[src/hw/rp_bus_pkg.sv]
// system bus constants for the region decoder and both register blocks
// offsets are byte addresses of 32 bit words inside a region
package rp_bus_pkg;

  localparam int bus_addr_w  = 32;
  localparam int bus_data_w  = 32;

  // region select field, address bits 22..20
  localparam int region_lsb  = 20;
  localparam int region_w    = 3;
  localparam int num_regions = 8;
  localparam int region_hk   = 0;  // housekeeping
  localparam int region_dac  = 1;  // DAC level block

  localparam int reg_off_w   = 8;  // low bits decoded inside a block

  // housekeeping word offsets
  localparam logic [reg_off_w-1:0] hk_id      = 8'h00;  // read only
  localparam logic [reg_off_w-1:0] hk_loop    = 8'h04;
  localparam logic [reg_off_w-1:0] hk_exp_dir = 8'h08;  // n side in byte 1
  localparam logic [reg_off_w-1:0] hk_exp_out = 8'h0C;
  localparam logic [reg_off_w-1:0] hk_exp_in  = 8'h10;  // live pins
  localparam logic [reg_off_w-1:0] hk_led     = 8'h14;
  localparam logic [reg_off_w-1:0] hk_adc_a   = 8'h18;
  localparam logic [reg_off_w-1:0] hk_adc_b   = 8'h1C;

  // DAC level block word offsets
  localparam logic [reg_off_w-1:0] dl_level_a  = 8'h00;
  localparam logic [reg_off_w-1:0] dl_level_b  = 8'h04;
  localparam logic [reg_off_w-1:0] dl_offset_a = 8'h08;
  localparam logic [reg_off_w-1:0] dl_offset_b = 8'h0C;

endpackage

[src/hw/rp_analog_pkg.sv]
// widths and limits of the ADC and DAC sample paths
// plus the identity word that housekeeping returns
package rp_analog_pkg;

  localparam int adc_in_w = 16;         // raw pins, two lsbs unused
  localparam int smp_w    = 14;         // two's complement sample
  localparam int sum_w    = smp_w + 1;  // level + offset, one guard bit

  // clamp limits for the DAC sum
  localparam logic signed [smp_w-1:0] smp_max = {1'b0, {(smp_w-1){1'b1}}};  // +8191
  localparam logic signed [smp_w-1:0] smp_min = {1'b1, {(smp_w-1){1'b0}}};  // -8192

  localparam int exp_w = 8;  // expansion bits per side
  localparam int led_w = 8;

  localparam logic [31:0] hk_id_word = 32'hA14C_0100;

endpackage

[src/hw/sys_bus_decoder.sv]
`timescale 1ns/100ps
// region decoder for the single system bus master
// splits the strobes by address bits 22..20 and returns the addressed
// region's read data and acknowledge, unmapped regions answer at once
module sys_bus_decoder (
  input  logic [rp_bus_pkg::bus_addr_w-1:0] sys_addr_i,   // held until ack
  input  logic                              sys_wen_i,
  input  logic                              sys_ren_i,
  // housekeeping, region 0
  output logic                              hk_wen_o,
  output logic                              hk_ren_o,
  input  logic [rp_bus_pkg::bus_data_w-1:0] hk_rdata_i,
  input  logic                              hk_ack_i,
  // DAC levels, region 1
  output logic                              dl_wen_o,
  output logic                              dl_ren_o,
  input  logic [rp_bus_pkg::bus_data_w-1:0] dl_rdata_i,
  input  logic                              dl_ack_i,
  // back to the master
  output logic [rp_bus_pkg::bus_data_w-1:0] sys_rdata_o,
  output logic                              sys_ack_o
);

  logic [rp_bus_pkg::region_w-1:0]    region;  // addressed region
  logic [rp_bus_pkg::num_regions-1:0] sel;     // one-hot
  logic [rp_bus_pkg::num_regions-1:0] ack;
  logic [rp_bus_pkg::bus_data_w-1:0]  rdata [rp_bus_pkg::num_regions];

  assign region = sys_addr_i[rp_bus_pkg::region_lsb +: rp_bus_pkg::region_w];
  assign sel    = {{(rp_bus_pkg::num_regions-1){1'b0}}, 1'b1} << region;

  // gated strobes
  assign hk_wen_o = sys_wen_i & sel[rp_bus_pkg::region_hk];
  assign hk_ren_o = sys_ren_i & sel[rp_bus_pkg::region_hk];
  assign dl_wen_o = sys_wen_i & sel[rp_bus_pkg::region_dac];
  assign dl_ren_o = sys_ren_i & sel[rp_bus_pkg::region_dac];

  always_comb
  begin
    for (int r = 0; r < rp_bus_pkg::num_regions; r++)
    begin
      rdata[r] = '0;                     // unmapped slave reads zero
      ack[r]   = sys_wen_i | sys_ren_i;  // and acks in the strobe cycle
    end
    rdata[rp_bus_pkg::region_hk]  = hk_rdata_i;
    ack[rp_bus_pkg::region_hk]    = hk_ack_i;
    rdata[rp_bus_pkg::region_dac] = dl_rdata_i;
    ack[rp_bus_pkg::region_dac]   = dl_ack_i;
  end

  assign sys_rdata_o = rdata[region];
  assign sys_ack_o   = |(sel & ack);

endmodule

[src/hw/housekeeping_regs.sv]
`timescale 1ns/100ps
// housekeeping registers on bus region 0
// loop switch, LEDs, expansion port control and ADC sample readback
module housekeeping_regs (
  input  logic                                   adc_clk,
  input  logic                                   rst_i,
  // bus slave
  input  logic [rp_bus_pkg::bus_addr_w-1:0]      addr_i,
  input  logic [rp_bus_pkg::bus_data_w-1:0]      wdata_i,
  input  logic                                   wen_i,
  input  logic                                   ren_i,
  output logic [rp_bus_pkg::bus_data_w-1:0]      rdata_o,
  output logic                                   ack_o,
  // latest samples
  input  logic signed [rp_analog_pkg::smp_w-1:0] adc_a_i,
  input  logic signed [rp_analog_pkg::smp_w-1:0] adc_b_i,
  // pins
  input  logic [rp_analog_pkg::exp_w-1:0]        exp_p_dat_i,
  input  logic [rp_analog_pkg::exp_w-1:0]        exp_n_dat_i,
  output logic [rp_analog_pkg::exp_w-1:0]        exp_p_dat_o,
  output logic [rp_analog_pkg::exp_w-1:0]        exp_n_dat_o,
  output logic [rp_analog_pkg::exp_w-1:0]        exp_p_dir_o,  // 1 drives the pin
  output logic [rp_analog_pkg::exp_w-1:0]        exp_n_dir_o,
  output logic [rp_analog_pkg::led_w-1:0]        led_o,
  output logic                                   digital_loop_o
);

  logic [rp_bus_pkg::reg_off_w-1:0]  off;     // word offset in region
  logic [rp_bus_pkg::bus_data_w-1:0] rd_mux;

  assign off = addr_i[rp_bus_pkg::reg_off_w-1:0];

  //////////////////////////////////////////////////////////////////////
  // control registers, written at the acknowledge edge

  always_ff @(posedge adc_clk)
  begin
    if (rst_i)
    begin
      digital_loop_o <= 1'b0;
      led_o          <= '0;
      exp_p_dir_o    <= '0;  // all pins inputs
      exp_n_dir_o    <= '0;
      exp_p_dat_o    <= '0;
      exp_n_dat_o    <= '0;
    end
    else if (wen_i)
    begin
      case (off)
        rp_bus_pkg::hk_loop    : digital_loop_o <= wdata_i[0];
        rp_bus_pkg::hk_led     : led_o <= wdata_i[rp_analog_pkg::led_w-1:0];
        rp_bus_pkg::hk_exp_dir :
        begin
          exp_p_dir_o <= wdata_i[0 +: rp_analog_pkg::exp_w];
          exp_n_dir_o <= wdata_i[rp_analog_pkg::exp_w +: rp_analog_pkg::exp_w];
        end
        rp_bus_pkg::hk_exp_out :
        begin
          exp_p_dat_o <= wdata_i[0 +: rp_analog_pkg::exp_w];
          exp_n_dat_o <= wdata_i[rp_analog_pkg::exp_w +: rp_analog_pkg::exp_w];
        end
        default : ;  // read only or unused
      endcase
    end
  end

  //////////////////////////////////////////////////////////////////////
  // readback

  always_comb
  begin
    rd_mux = '0;
    case (off)
      rp_bus_pkg::hk_id      : rd_mux = rp_analog_pkg::hk_id_word;
      rp_bus_pkg::hk_loop    : rd_mux[0] = digital_loop_o;
      rp_bus_pkg::hk_exp_dir : rd_mux[2*rp_analog_pkg::exp_w-1:0] = {exp_n_dir_o, exp_p_dir_o};
      rp_bus_pkg::hk_exp_out : rd_mux[2*rp_analog_pkg::exp_w-1:0] = {exp_n_dat_o, exp_p_dat_o};
      rp_bus_pkg::hk_exp_in  : rd_mux[2*rp_analog_pkg::exp_w-1:0] = {exp_n_dat_i, exp_p_dat_i};
      rp_bus_pkg::hk_led     : rd_mux[rp_analog_pkg::led_w-1:0] = led_o;
      rp_bus_pkg::hk_adc_a   :
      begin
        rd_mux = {rp_bus_pkg::bus_data_w{adc_a_i[rp_analog_pkg::smp_w-1]}};  // sign fill
        rd_mux[rp_analog_pkg::smp_w-1:0] = adc_a_i;
      end
      rp_bus_pkg::hk_adc_b   :
      begin
        rd_mux = {rp_bus_pkg::bus_data_w{adc_b_i[rp_analog_pkg::smp_w-1]}};
        rd_mux[rp_analog_pkg::smp_w-1:0] = adc_b_i;
      end
      default                : rd_mux = '0;
    endcase
  end

  always_ff @(posedge adc_clk)
  begin
    if (rst_i)
    begin
      ack_o   <= 1'b0;
      rdata_o <= '0;
    end
    else
    begin
      ack_o <= wen_i | ren_i;  // one cycle after either strobe
      if (ren_i)
        rdata_o <= rd_mux;
    end
  end

endmodule

[src/hw/adc_front.sv]
`timescale 1ns/100ps
// ADC front end for both channels
// registers the 14 upper pin bits and converts the negative-slope
// offset code to two's complement, or loops the DAC values back
module adc_front (
  input  logic                                   adc_clk,
  input  logic                                   rst_i,
  input  logic [rp_analog_pkg::adc_in_w-1:0]     adc_dat_a_i,
  input  logic [rp_analog_pkg::adc_in_w-1:0]     adc_dat_b_i,
  input  logic                                   digital_loop_i,
  input  logic signed [rp_analog_pkg::smp_w-1:0] dac_a_i,  // saturated DAC values
  input  logic signed [rp_analog_pkg::smp_w-1:0] dac_b_i,
  output logic signed [rp_analog_pkg::smp_w-1:0] adc_a_o,
  output logic signed [rp_analog_pkg::smp_w-1:0] adc_b_o
);

  logic [rp_analog_pkg::smp_w-1:0] adc_raw_a;  // pin code, neg slope
  logic [rp_analog_pkg::smp_w-1:0] adc_raw_b;

  always_ff @(posedge adc_clk)
  begin
    if (rst_i)
    begin
      adc_raw_a <= '0;
      adc_raw_b <= '0;
    end
    else
    begin
      // two lsbs only matter on a 16 bit converter
      adc_raw_a <= adc_dat_a_i[rp_analog_pkg::adc_in_w-1 -: rp_analog_pkg::smp_w];
      adc_raw_b <= adc_dat_b_i[rp_analog_pkg::adc_in_w-1 -: rp_analog_pkg::smp_w];
    end
  end

  // keep msb, invert the rest
  assign adc_a_o = digital_loop_i ? dac_a_i
                 : {adc_raw_a[rp_analog_pkg::smp_w-1], ~adc_raw_a[rp_analog_pkg::smp_w-2:0]};
  assign adc_b_o = digital_loop_i ? dac_b_i
                 : {adc_raw_b[rp_analog_pkg::smp_w-1], ~adc_raw_b[rp_analog_pkg::smp_w-2:0]};

endmodule

[src/hw/dac_level_regs.sv]
`timescale 1ns/100ps
// DAC level registers on bus region 1
// one signal level and one offset per channel, read back sign-extended
module dac_level_regs (
  input  logic                                   adc_clk,
  input  logic                                   rst_i,
  // bus slave
  input  logic [rp_bus_pkg::bus_addr_w-1:0]      addr_i,
  input  logic [rp_bus_pkg::bus_data_w-1:0]      wdata_i,
  input  logic                                   wen_i,
  input  logic                                   ren_i,
  output logic [rp_bus_pkg::bus_data_w-1:0]      rdata_o,
  output logic                                   ack_o,
  // to the DAC back end
  output logic signed [rp_analog_pkg::smp_w-1:0] level_a_o,
  output logic signed [rp_analog_pkg::smp_w-1:0] level_b_o,
  output logic signed [rp_analog_pkg::smp_w-1:0] offset_a_o,
  output logic signed [rp_analog_pkg::smp_w-1:0] offset_b_o
);

  logic [rp_bus_pkg::reg_off_w-1:0]  off;
  logic [rp_analog_pkg::smp_w-1:0]   rd_word;  // zero on unused offsets

  assign off = addr_i[rp_bus_pkg::reg_off_w-1:0];

  always_ff @(posedge adc_clk)
  begin
    if (rst_i)
    begin
      level_a_o  <= '0;
      level_b_o  <= '0;
      offset_a_o <= '0;
      offset_b_o <= '0;
    end
    else if (wen_i)
    begin
      case (off)  // only the low 14 bits are kept
        rp_bus_pkg::dl_level_a  : level_a_o  <= wdata_i[rp_analog_pkg::smp_w-1:0];
        rp_bus_pkg::dl_level_b  : level_b_o  <= wdata_i[rp_analog_pkg::smp_w-1:0];
        rp_bus_pkg::dl_offset_a : offset_a_o <= wdata_i[rp_analog_pkg::smp_w-1:0];
        rp_bus_pkg::dl_offset_b : offset_b_o <= wdata_i[rp_analog_pkg::smp_w-1:0];
        default                 : ;
      endcase
    end
  end

  always_comb
  begin
    case (off)
      rp_bus_pkg::dl_level_a  : rd_word = level_a_o;
      rp_bus_pkg::dl_level_b  : rd_word = level_b_o;
      rp_bus_pkg::dl_offset_a : rd_word = offset_a_o;
      rp_bus_pkg::dl_offset_b : rd_word = offset_b_o;
      default                 : rd_word = '0;
    endcase
  end

  always_ff @(posedge adc_clk)
  begin
    if (rst_i)
    begin
      ack_o   <= 1'b0;
      rdata_o <= '0;
    end
    else
    begin
      ack_o <= wen_i | ren_i;
      if (ren_i)
        rdata_o <= {
          {(rp_bus_pkg::bus_data_w-rp_analog_pkg::smp_w){rd_word[rp_analog_pkg::smp_w-1]}},
          rd_word
        };
    end
  end

endmodule

[src/hw/dac_back.sv]
`timescale 1ns/100ps
// DAC back end for both channels
// adds level and offset, clamps to 14 bits and registers the
// negative-slope output codes, the clamped values also feed the loop
module dac_back (
  input  logic                                   adc_clk,
  input  logic                                   rst_i,
  input  logic signed [rp_analog_pkg::smp_w-1:0] level_a_i,
  input  logic signed [rp_analog_pkg::smp_w-1:0] level_b_i,
  input  logic signed [rp_analog_pkg::smp_w-1:0] offset_a_i,
  input  logic signed [rp_analog_pkg::smp_w-1:0] offset_b_i,
  output logic signed [rp_analog_pkg::smp_w-1:0] dac_a_o,      // to digital loop
  output logic signed [rp_analog_pkg::smp_w-1:0] dac_b_o,
  output logic [rp_analog_pkg::smp_w-1:0]        dac_dat_a_o,  // pin codes
  output logic [rp_analog_pkg::smp_w-1:0]        dac_dat_b_o
);

  logic signed [rp_analog_pkg::sum_w-1:0] sum_a;
  logic signed [rp_analog_pkg::sum_w-1:0] sum_b;

  // top two bits differ on overflow, clamp by the sign
  function automatic logic signed [rp_analog_pkg::smp_w-1:0] sat(
    input logic signed [rp_analog_pkg::sum_w-1:0] s
  );
    if (s[rp_analog_pkg::sum_w-1] != s[rp_analog_pkg::sum_w-2])
      return s[rp_analog_pkg::sum_w-1] ? rp_analog_pkg::smp_min : rp_analog_pkg::smp_max;
    return s[rp_analog_pkg::smp_w-1:0];
  endfunction

  //////////////////////////////////////////////////////////////////////
  // sum and clamp

  assign sum_a = {level_a_i[rp_analog_pkg::smp_w-1], level_a_i}
               + {offset_a_i[rp_analog_pkg::smp_w-1], offset_a_i};  // sign-extended add
  assign sum_b = {level_b_i[rp_analog_pkg::smp_w-1], level_b_i}
               + {offset_b_i[rp_analog_pkg::smp_w-1], offset_b_i};

  assign dac_a_o = sat(sum_a);
  assign dac_b_o = sat(sum_b);

  //////////////////////////////////////////////////////////////////////
  // output registers, same msb-kept inversion as the ADC side

  always_ff @(posedge adc_clk)
  begin
    if (rst_i)
    begin
      dac_dat_a_o <= {1'b0, {(rp_analog_pkg::smp_w-1){1'b1}}};  // 0x1FFF is zero
      dac_dat_b_o <= {1'b0, {(rp_analog_pkg::smp_w-1){1'b1}}};
    end
    else
    begin
      dac_dat_a_o <= {dac_a_o[rp_analog_pkg::smp_w-1], ~dac_a_o[rp_analog_pkg::smp_w-2:0]};
      dac_dat_b_o <= {dac_b_o[rp_analog_pkg::smp_w-1], ~dac_b_o[rp_analog_pkg::smp_w-2:0]};
    end
  end

endmodule

[src/hw/rp_top.sv]
`timescale 1ns/100ps
// system side top level of the two-channel analog board
// one bus master reaches housekeeping and DAC levels, all on adc_clk
module rp_top (
  input  logic                               adc_clk,
  input  logic                               rst_i,
  // system bus
  input  logic [rp_bus_pkg::bus_addr_w-1:0]  sys_addr_i,
  input  logic [rp_bus_pkg::bus_data_w-1:0]  sys_wdata_i,
  input  logic                               sys_wen_i,
  input  logic                               sys_ren_i,
  output logic [rp_bus_pkg::bus_data_w-1:0]  sys_rdata_o,
  output logic                               sys_ack_o,
  // converters
  input  logic [rp_analog_pkg::adc_in_w-1:0] adc_dat_a_i,
  input  logic [rp_analog_pkg::adc_in_w-1:0] adc_dat_b_i,
  output logic [rp_analog_pkg::smp_w-1:0]    dac_dat_a_o,
  output logic [rp_analog_pkg::smp_w-1:0]    dac_dat_b_o,
  // LEDs and expansion port
  output logic [rp_analog_pkg::led_w-1:0]    led_o,
  input  logic [rp_analog_pkg::exp_w-1:0]    exp_p_dat_i,
  input  logic [rp_analog_pkg::exp_w-1:0]    exp_n_dat_i,
  output logic [rp_analog_pkg::exp_w-1:0]    exp_p_dat_o,
  output logic [rp_analog_pkg::exp_w-1:0]    exp_n_dat_o,
  output logic [rp_analog_pkg::exp_w-1:0]    exp_p_dir_o,
  output logic [rp_analog_pkg::exp_w-1:0]    exp_n_dir_o
);

  logic                              hk_wen;
  logic                              hk_ren;
  logic [rp_bus_pkg::bus_data_w-1:0] hk_rdata;
  logic                              hk_ack;
  logic                              dl_wen;
  logic                              dl_ren;
  logic [rp_bus_pkg::bus_data_w-1:0] dl_rdata;
  logic                              dl_ack;

  logic                                  digital_loop;
  logic signed [rp_analog_pkg::smp_w-1:0] adc_a;     // converted samples
  logic signed [rp_analog_pkg::smp_w-1:0] adc_b;
  logic signed [rp_analog_pkg::smp_w-1:0] level_a;
  logic signed [rp_analog_pkg::smp_w-1:0] level_b;
  logic signed [rp_analog_pkg::smp_w-1:0] offset_a;
  logic signed [rp_analog_pkg::smp_w-1:0] offset_b;
  logic signed [rp_analog_pkg::smp_w-1:0] dac_a;     // clamped, for the loop
  logic signed [rp_analog_pkg::smp_w-1:0] dac_b;

  //////////////////////////////////////////////////////////////////////
  // bus

  sys_bus_decoder i_dec (
    .sys_addr_i  (sys_addr_i),
    .sys_wen_i   (sys_wen_i),
    .sys_ren_i   (sys_ren_i),
    .hk_wen_o    (hk_wen),
    .hk_ren_o    (hk_ren),
    .hk_rdata_i  (hk_rdata),
    .hk_ack_i    (hk_ack),
    .dl_wen_o    (dl_wen),
    .dl_ren_o    (dl_ren),
    .dl_rdata_i  (dl_rdata),
    .dl_ack_i    (dl_ack),
    .sys_rdata_o (sys_rdata_o),
    .sys_ack_o   (sys_ack_o)
  );

  housekeeping_regs i_hk (
    .adc_clk        (adc_clk),
    .rst_i          (rst_i),
    .addr_i         (sys_addr_i),
    .wdata_i        (sys_wdata_i),
    .wen_i          (hk_wen),
    .ren_i          (hk_ren),
    .rdata_o        (hk_rdata),
    .ack_o          (hk_ack),
    .adc_a_i        (adc_a),
    .adc_b_i        (adc_b),
    .exp_p_dat_i    (exp_p_dat_i),
    .exp_n_dat_i    (exp_n_dat_i),
    .exp_p_dat_o    (exp_p_dat_o),
    .exp_n_dat_o    (exp_n_dat_o),
    .exp_p_dir_o    (exp_p_dir_o),
    .exp_n_dir_o    (exp_n_dir_o),
    .led_o          (led_o),
    .digital_loop_o (digital_loop)
  );

  dac_level_regs i_dl (
    .adc_clk    (adc_clk),
    .rst_i      (rst_i),
    .addr_i     (sys_addr_i),
    .wdata_i    (sys_wdata_i),
    .wen_i      (dl_wen),
    .ren_i      (dl_ren),
    .rdata_o    (dl_rdata),
    .ack_o      (dl_ack),
    .level_a_o  (level_a),
    .level_b_o  (level_b),
    .offset_a_o (offset_a),
    .offset_b_o (offset_b)
  );

  //////////////////////////////////////////////////////////////////////
  // analog paths

  adc_front i_adc (
    .adc_clk        (adc_clk),
    .rst_i          (rst_i),
    .adc_dat_a_i    (adc_dat_a_i),
    .adc_dat_b_i    (adc_dat_b_i),
    .digital_loop_i (digital_loop),
    .dac_a_i        (dac_a),
    .dac_b_i        (dac_b),
    .adc_a_o        (adc_a),
    .adc_b_o        (adc_b)
  );

  dac_back i_dac (
    .adc_clk     (adc_clk),
    .rst_i       (rst_i),
    .level_a_i   (level_a),
    .level_b_i   (level_b),
    .offset_a_i  (offset_a),
    .offset_b_i  (offset_b),
    .dac_a_o     (dac_a),
    .dac_b_o     (dac_b),
    .dac_dat_a_o (dac_dat_a_o),
    .dac_dat_b_o (dac_dat_b_o)
  );

endmodule

[config.mk]
export PLATFORM = sky130hd
export DESIGN_NAME = rp_top
export DESIGN_NICKNAME = d
export VERILOG_FILES = /design/src/hw/rp_bus_pkg.sv /design/src/hw/rp_analog_pkg.sv /design/src/hw/sys_bus_decoder.sv /design/src/hw/housekeeping_regs.sv /design/src/hw/adc_front.sv /design/src/hw/dac_level_regs.sv /design/src/hw/dac_back.sv /design/src/hw/rp_top.sv
export SDC_FILE = /design/constraint.sdc
export NUM_CORES = 1
export LEC_CHECK = 0
export CAP_MARGIN = 5
export CORE_ASPECT_RATIO = 0.9
export CORE_MARGIN = 5
export CORE_UTILIZATION = 60
export DETAILED_ROUTE_END_ITERATION = 8
export DONT_BUFFER_PORTS = 1
export PLACE_DENSITY = 0.76
export SYNTH_ARGS = -nofsm -noshare
export SYNTH_HDL_FRONTEND = slang
export SYNTH_HIERARCHICAL = 1
export SYNTH_SLANG_ARGS = --single-unit
export TNS_END_PERCENT = 20
[constraint.sdc]
create_clock -name adc_clk -period 4 [get_ports adc_clk]
set_input_delay 0.4 -clock adc_clk [delete_from_list [all_inputs] [get_ports adc_clk]]
set_output_delay 0.4 -clock adc_clk [all_outputs]
set_load 0.03 [all_outputs]
==> metrics.cfg, run 1 <==
[worst_setup_path]
critical_path.startpoint_type=flip-flop
end_kind=flip-flop
critPathMaxStageDelay_ns=0.41
setup.worst_path.class=reg -> reg
crit_path_cell_trace=ha_1 -> inv_1 -> fa_1 -> nor2b_1 -> o31a_1 -> o21bai_1 -> a211oi_1 -> o21a_2 -> inv_1 -> mux2_4 -> mux2_2 -> and4_1 -> a21oi_1 -> a211oi_1
cp.required_ns=4.32
arrival_ns=4.11
cpMaxStageDelayCell=fa_1
path_max_fanout=7

[flow_run]
cap_violations=0

[clock_network]
clk_pin_slew_ns=0.07
clockBufferDepth=2
cts.sinks=187
cts_tree=built
clock-root-buffer=clkbuf_16
ctsHtreeMaxLevel=4
worstSkewPairLatency_ns=0.44
cts_made_buffers=17
cts_hold_buf=0

[synth]
yosysUniqueCellTypes=81
syn_area_per_cell_um2=9.279
seq_area_frac_synth_pct=35.51
synth-main-ff-cell=dfxtp_1
synthesis.nets=1282
synth_cells=1136
synthArstFlopShare_pct=0
syn_area_mm2=0.01054
yosys_warnings=6
ys_ff_latch=187
synth_edf_count=0

[route]
via_per_inst=6.206
detail-route-antenna-nets=0
remaining_drc_errors=0
dr.first_iter.drc_count=827
dr.pass1.iters=5
wl_per_cell_um=22.34
via_count=8179
totalWireLength_um=29440

[sta]
setup-tns-final_ns=0
rsz0062_at_grt=no
finalHoldViolCount=0
worst_slew_pin_slew_ns=1.061
min_period_over_period_pct=94.87
fin_crit_ns=3.795
fmax_ghz=0.2635
finalMaxSlewViolations=0
fin_skew_ns=0.01019
setup_violations=0
slew-limit-headroom_pct=29.06

[grt]
grt_pass1_vias=7852
grt_max_degree=203
overflow=0
grt_pass1_wl_um=44670
grt_use_total_pct=28.87
antenna_found_initial=0

[floorplan]
die_h_um=135.7
row_count=46
floorplan.die.width_um=149.7
die_area_mm2=0.02032
core-area_mm2=0.01744
io_pins=217
start_util_pct=60.45

[place]
io_buffers=0
dp_hpwl_um=21070
placed_cell_area_mm2=0.01024
place_congestion=0.9154
dp.cells=1286

[final_layout]
area_delta_synth_final_pct=2.469
layout-drive-gt1-share_pct=12.52
final_cell_mix=dfxtp_1, mux2i_1, nand2_1
nets=1211
final_common_cell=dfxtp_1
stdcell_area_mm2=0.01080
final_util_pct=61.94
finalNonFillerCells=1318
diodes=0

[min_path]
hold_class=in -> reg

[power]
irDropWorstVdd_v=0.0002966
power.leakage_uw=0.004357
power.density_mw_per_mm2=334.5

[status]
outcome=finished, final reports clean

[logic make-up (layout without fill, tap and decap cells)]
logic type | count (synthesis) | count (layout) | synth area share (%)
AND/OR/NAND/NOR | 416 | 416 | 21.52
AO/OA/AOI/OAI | 223 | 223 | 14.61
flip-flops | 187 | 187 | 35.51
multiplexers | 138 | 138 | 15.55
buffers and inverters | 121 | 63 | 7.311
adder cells (fa/ha/maj) | 32 | 32 | 3.917
XOR/XNOR | 19 | 19 | 1.579
[worst paths after layout]
path	startpoint	end	slack, ns	depth (start not counted)
setup reg to reg	i_dl/offset_b_o[0]$_SDFFE_PP0P_	i_hk/rdata_o[29]$_SDFFE_PP0P_	0.21	14
setup / recovery	i_dl/offset_b_o[0]$_SDFFE_PP0P_	i_hk/rdata_o[29]$_SDFFE_PP0P_	0.21	14
hold reg to reg	i_hk/rdata_o[8]$_SDFFE_PP0P_	i_hk/rdata_o[8]$_SDFFE_PP0P_	0.48	2
hold / removal	rst_i	i_adc/adc_raw_a[13]$_SDFF_PP0_	0.04	1
[worst max-delay path, delay by kind of cell (launching register included)]
kind	cells	cell delay (ns)
buffers and inverters	2	0.22
muxes	2	0.61
AOI/OAI and AO/OA	6	1.35
adders and majority gates	2	0.64
DFF	1	0.37
and+or+nand+nor	2	0.48
[metrics by stage]
step | setup slack (ns) | hold slack [ns] | total power [µW]
2_1_floorplan | 0.8689 | 0.4404 | 2099
3_3_place_gp | 0.2468 | 0.4554 | 2069
3_5_place_dp | 0.2114 | 0.4586 | 2071
4_1_cts | 0.1770 | 0.03475 | 3628
5_1_grt | 0.02246 | 0.04124 | 3720
6_report | 0.2053 | 0.03667 | 3613
[cell type report]
cell class                      instances  area, µm²
Sequential cell                       187       3745
Tap cell                              240      300.3
Multi-Input combinational cell        828       6055
Timing Repair Buffer                   12      90.09
Fill cell                            1489       6638
Clock inverter                         13      107.6
Inverter                               19      71.32
Clock buffer                           19      432.9
[registers in the layout, summed over array words and instances, names as in the netlist]
register / cells
i_hk/exp_n_dat_o: 8
i_dl/offset_a_o: 14
i_dl/level_b_o: 14
i_hk/ack_o: 1
i_hk/exp_p_dat_o: 8
i_dac/dac_dat_b_o: 14
i_hk/rdata_o: 18
i_dl/offset_b_o: 14
i_hk/exp_n_dir_o: 8
i_dl/level_a_o: 14
i_dac/dac_dat_a_o: 14
i_hk/digital_loop_o: 1
i_hk/led_o: 8
i_dl/ack_o: 1
i_hk/exp_p_dir_o: 8
i_dl/rdata_o: 14
i_adc/adc_raw_b: 14
i_adc/adc_raw_a: 14
[layer usage]
layer	up-vias	track usage, %	part of all wire [%]
met1	3898	39.66	43
met3	51	10.07	11
met2	399	43.07	44
met5	-	0	0
li1	3831	-	-
met4	0	8.587	2.2
[power breakdown]
group	total, µW	switching, µW	internal, µW
Clock	1580	768	813
Combinational	142	63.4	78.4
Sequential	1890	9.97	1880
Total	3610	842	2770
[Yosys cell counts, drive strengths merged (3+ instances only)]
master | number | area (µm²)
and2b | 4 | 30.03
mux4 | 19 | 427.9
inv | 19 | 71.32
or2 | 3 | 18.78
nand3b | 8 | 60.06
o21a | 3 | 23.77
nand2b | 87 | 544.3
buf | 77 | 603.1
nand3 | 13 | 92.59
nor2b | 31 | 193.9
nor2 | 91 | 361.6
a211oi | 8 | 65.06
o31a | 7 | 61.31
a22o | 10 | 87.58
nor3b | 18 | 151.4
nor3 | 15 | 86.34
ha | 28 | 350.3
a22oi | 5 | 42.54
a221oi | 8 | 70.07
o31ai | 3 | 22.52
xor2 | 11 | 96.34
o21ai | 64 | 425.4
nand2 | 110 | 415.4
mux2i | 109 | 1091
clkbuf | 25 | 96.34
nand4 | 11 | 81.32
or3 | 4 | 25.02
and4 | 3 | 26.28
mux2 | 10 | 120.1
a21o | 20 | 150.1
dfxtp | 187 | 3744
xnor2 | 8 | 70.07
and3 | 6 | 37.54
a21oi | 71 | 370.4
and2 | 3 | 20.02
o22ai | 7 | 43.79
[what timing repair did]
action | 4_1_cts | 5_1_grt
setup endpoints to repair | 0 | 8
gates resized for setup | 0 | 4
buffers inserted | 0 | 0
(Power assumes the default switching activity.)
==> run 2, diff against run 1 <==
ABC_AREA = 1   (was not set)
GPL_TIMING_DRIVEN = 1   (was not set)
==> run 2 against run 1 <==
Effect of this change:
- fmax rose by 20%
- clock-buffer cell count increased by 1
- sequential power hardly changed
- utilization about the same
- sequential cell count unchanged
- sequential share of layout area decreased by 0.31 points
==> metrics.cfg, run 2 <==
[flow_run]
cap_violations=0  ; unchanged

[grt]
grt_use_total_pct=29.00  ; +0.14 points
overflow=0  ; unchanged
grt_pass1_vias=8565  ; +9.1%
grt_pass1_wl_um=46600  ; +4.3%
grt_max_degree=117  ; -42%
antenna_found_initial=0  ; unchanged

[synth]
syn_area_per_cell_um2=6.907  ; -26%
synth_top_cells_by_area=dfxtp_1, nand2_1, nor2_1
ys_ff_latch=187  ; unchanged
synthesis.nets=1700  ; +33%
synth_edf_count=0  ; unchanged
synth_cells=1554  ; +37%
yosys_warnings=6  ; unchanged
yosys.area.top_type=dfxtp_1
netlist.area_leader.share_pct=34.88  ; -0.63 points
synth-main-ff-cell=dfxtp_1
syn_area_mm2=0.01073  ; +1.8%
synthArstFlopShare_pct=0  ; unchanged
synth_most_common_cell=nand2_1
synth_common_cells=nand2_1, nor2_1, dfxtp_1
seq_area_frac_synth_pct=34.88  ; -0.63 points
yosysUniqueCellTypes=38  ; -53%

[final_layout]
max_flop_register=i_hk/rdata_o
largest_register_ffs=18  ; unchanged
final_cell_mix=nand2_1, nor2_1, dfxtp_1
area_delta_synth_final_pct=1.563
num-fill-cells=1663  ; +12%
nets=1628  ; +34%
final_common_cell=nand2_1
diodes=0  ; unchanged
seq_area_mm2=0.003745  ; unchanged
multiInputGateArea_mm2=0.005723  ; -5.5%
layout-drive-gt1-share_pct=9.249  ; -3.3 points

[clock_network]
postCtsSetupRepairBufs=0  ; unchanged
clock-root-buffer=clkbuf_16
cts_hold_buf=0  ; unchanged
cts_made_buffers=17  ; unchanged
cts_tree=built
worstSkewPairLatency_ns=0.43  ; about the same
ctsResizeCount=0  ; unchanged
ctsHtreeMaxLevel=4  ; unchanged
cts.sinks=187  ; unchanged
clockBufferDepth=2  ; unchanged
clk_pin_slew_ns=0.07  ; about the same

[power]
pwr-share-seq_pct=53.1  ; +0.8 points
swShare_pct=23.26  ; -0.037 points
power_uw=3565  ; -1.3%
irDropWorstVdd_v=0.0002769  ; -6.6%
p_clk_share_pct=43.2  ; -0.6 points
power.density_mw_per_mm2=327.0  ; -2.2%
p_int_uw=2735  ; -1.3%
power.leakage_uw=0.005173  ; +19%
combPwrFrac_pct=3.7  ; -0.2 points
p_switching_uw=829.1  ; -1.5%

[sta]
finalMaxSlewViolations=0  ; unchanged
fmax_ghz=0.3171  ; +20%
setup_violations=0  ; unchanged
finalHoldViolCount=0  ; unchanged
worst_slew_pin_slew_ns=0.7145  ; -0.3464 ns
whs_ns=0.05366  ; +0.01699 ns
setup-tns-final_ns=0  ; unchanged
fin_skew_ns=0.01420  ; +0.004004 ns
rsz0062_at_grt=no
slew-limit-headroom_pct=52.30  ; +23 points
min_period_over_period_pct=78.84  ; -16 points
fin_crit_ns=3.154  ; -0.6409 ns

[worst_setup_path]
critical_path.startpoint_type=flip-flop
reg2reg_depth=19  ; +5
critPathLaunch=i_dl/level_a_o[0]$_SDFFE_PP0P_
setup.worst_path.class=reg -> reg
arrival_ns=3.46  ; -0.65 ns
end_kind=flip-flop
cp-endpoint=i_hk/rdata_o[9]$_SDFFE_PP0P_
r2r-start=i_dl/level_a_o[0]$_SDFFE_PP0P_
cp.required_ns=4.30  ; -0.02 ns
worst_r2r_endpoint=i_hk/rdata_o[9]$_SDFFE_PP0P_
path_max_fanout=5  ; -2
worst-r2r-setup-slack_ns=0.85  ; +0.64 ns

[route]
via_per_inst=5.641  ; -9.1%
dr.first_iter.drc_count=1121  ; +36%
totalWireLength_um=30330  ; +3.0%
via_count=9770  ; +19%
wl_per_cell_um=17.51  ; -22%
remaining_drc_errors=0  ; unchanged
dr.pass1.iters=7  ; +2
detail-route-antenna-nets=0  ; unchanged

[place]
io_buffers=0  ; unchanged
place_congestion=0.9640  ; +5.3%
dp_hpwl_um=22410  ; +6.3%

[min_path]
hp-start=rst_i
hold_class=in -> reg

[floorplan]
io_pins=217  ; unchanged
core-area_mm2=0.01761  ; +0.99%
die_h_um=136.9  ; +0.84%
die_area_mm2=0.02067  ; +1.7%
start_util_pct=60.94  ; +0.49 points
floorplan.die.width_um=151.0  ; +0.84%
row_count=46  ; unchanged

[status]
outcome=finished, final reports clean

## run 2: per-stage QoR
| stage | setup slack [ns] | area, µm² | instances | utilization (%) |
|---|---|---|---|---|
| detailed placement | 1.014 | 10380 | 1703 | 58.92 |
| global route | 0.7295 | 10900 | 1732 | 61.89 |
| global placement | 1.049 | 10380 | 1703 | 58.92 |
| floorplan | 1.622 | 10730 | 1554 | - |
| finish | 0.8462 | 10900 | 1732 | 61.89 |
| CTS | 0.9671 | 10900 | 1732 | 61.89 |
## run 2: cells by family (layout without fill, tap and decap cells)
group                      count (synthesis)  count (layout)  synth area share (%)
AOI/OAI and AO/OA                        254             254                 15.20
xor gates and xnor gates                  28              28                 2.285
adders and majority gates                 30              30                 3.637
buffers and inverters                    245             183                 11.80
DFF                                      187             187                 34.88
and+or+nand+nor                          810             810                 32.20
## run 2: how the worst min path moves through the flow
stage	depth (start not counted)	endpoint	slack [ns]
6_report	1	i_dac/dac_dat_a_o[13]$_SDFF_PP0_	0.05
5_1_grt	1	i_adc/adc_raw_a[8]$_SDFF_PP0_	0.04
4_1_cts	1	i_dl/rdata_o[12]$_SDFFE_PP0P_	0.04
3_5_place_dp	2	i_dl/rdata_o[11]$_SDFFE_PP0P_	0.45
3_3_place_gp	2	i_hk/rdata_o[11]$_SDFFE_PP0P_	0.45
2_1_floorplan	2	i_dl/rdata_o[0]$_SDFFE_PP0P_	0.45
## run 2: power by group through the flow
stage / Sequential (µW) / Combinational (µW) / Clock [µW]
2_1_floorplan: 1930 / 129 / 0
4_1_cts: 1890 / 131 / 1560
5_1_grt: 1890 / 148 / 1640
3_5_place_dp: 1930 / 130 / 0
6_report: 1890 / 134 / 1540
3_3_place_gp: 1930 / 129 / 0
## run 2: final cells by class
class / instances / area share, %
Clock buffer: 20 / 4.190
Timing Repair Buffer: 7 / 0.4821
Clock inverter: 9 / 0.6084
Multi-Input combinational cell: 1122 / 52.50
Tap cell: 240 / 2.755
Inverter: 147 / 5.108
Sequential cell: 187 / 34.35
## run 2: metal layers
metal	vias up	wire [µm]	track usage (%)	share of wire, %
li1	4802	-	-	-
met3	45	3104	7.517	10
met5	-	0	0	0
met4	0	781	9.215	2.6
met2	466	12740	41.36	42
met1	4457	13700	42.66	45
## run 2: critical path, cell delays in order, from the launching register on
cell and delay [ns]:
dfxtp_1 0.37, ha_1 0.20, inv_1 0.06, fa_1 0.40
inv_1 0.09, nand2_1 0.07, nand3_2 0.12, nand2_1 0.11
nand2_1 0.10, nand2_1 0.06, nand2_2 0.14, nand2_1 0.16
nand2_1 0.10, nand2_1 0.13, nand2_1 0.12, o21ai_2 0.08
nand3_1 0.11, nand3_1 0.09, o21bai_1 0.40, a21oi_1 0.12
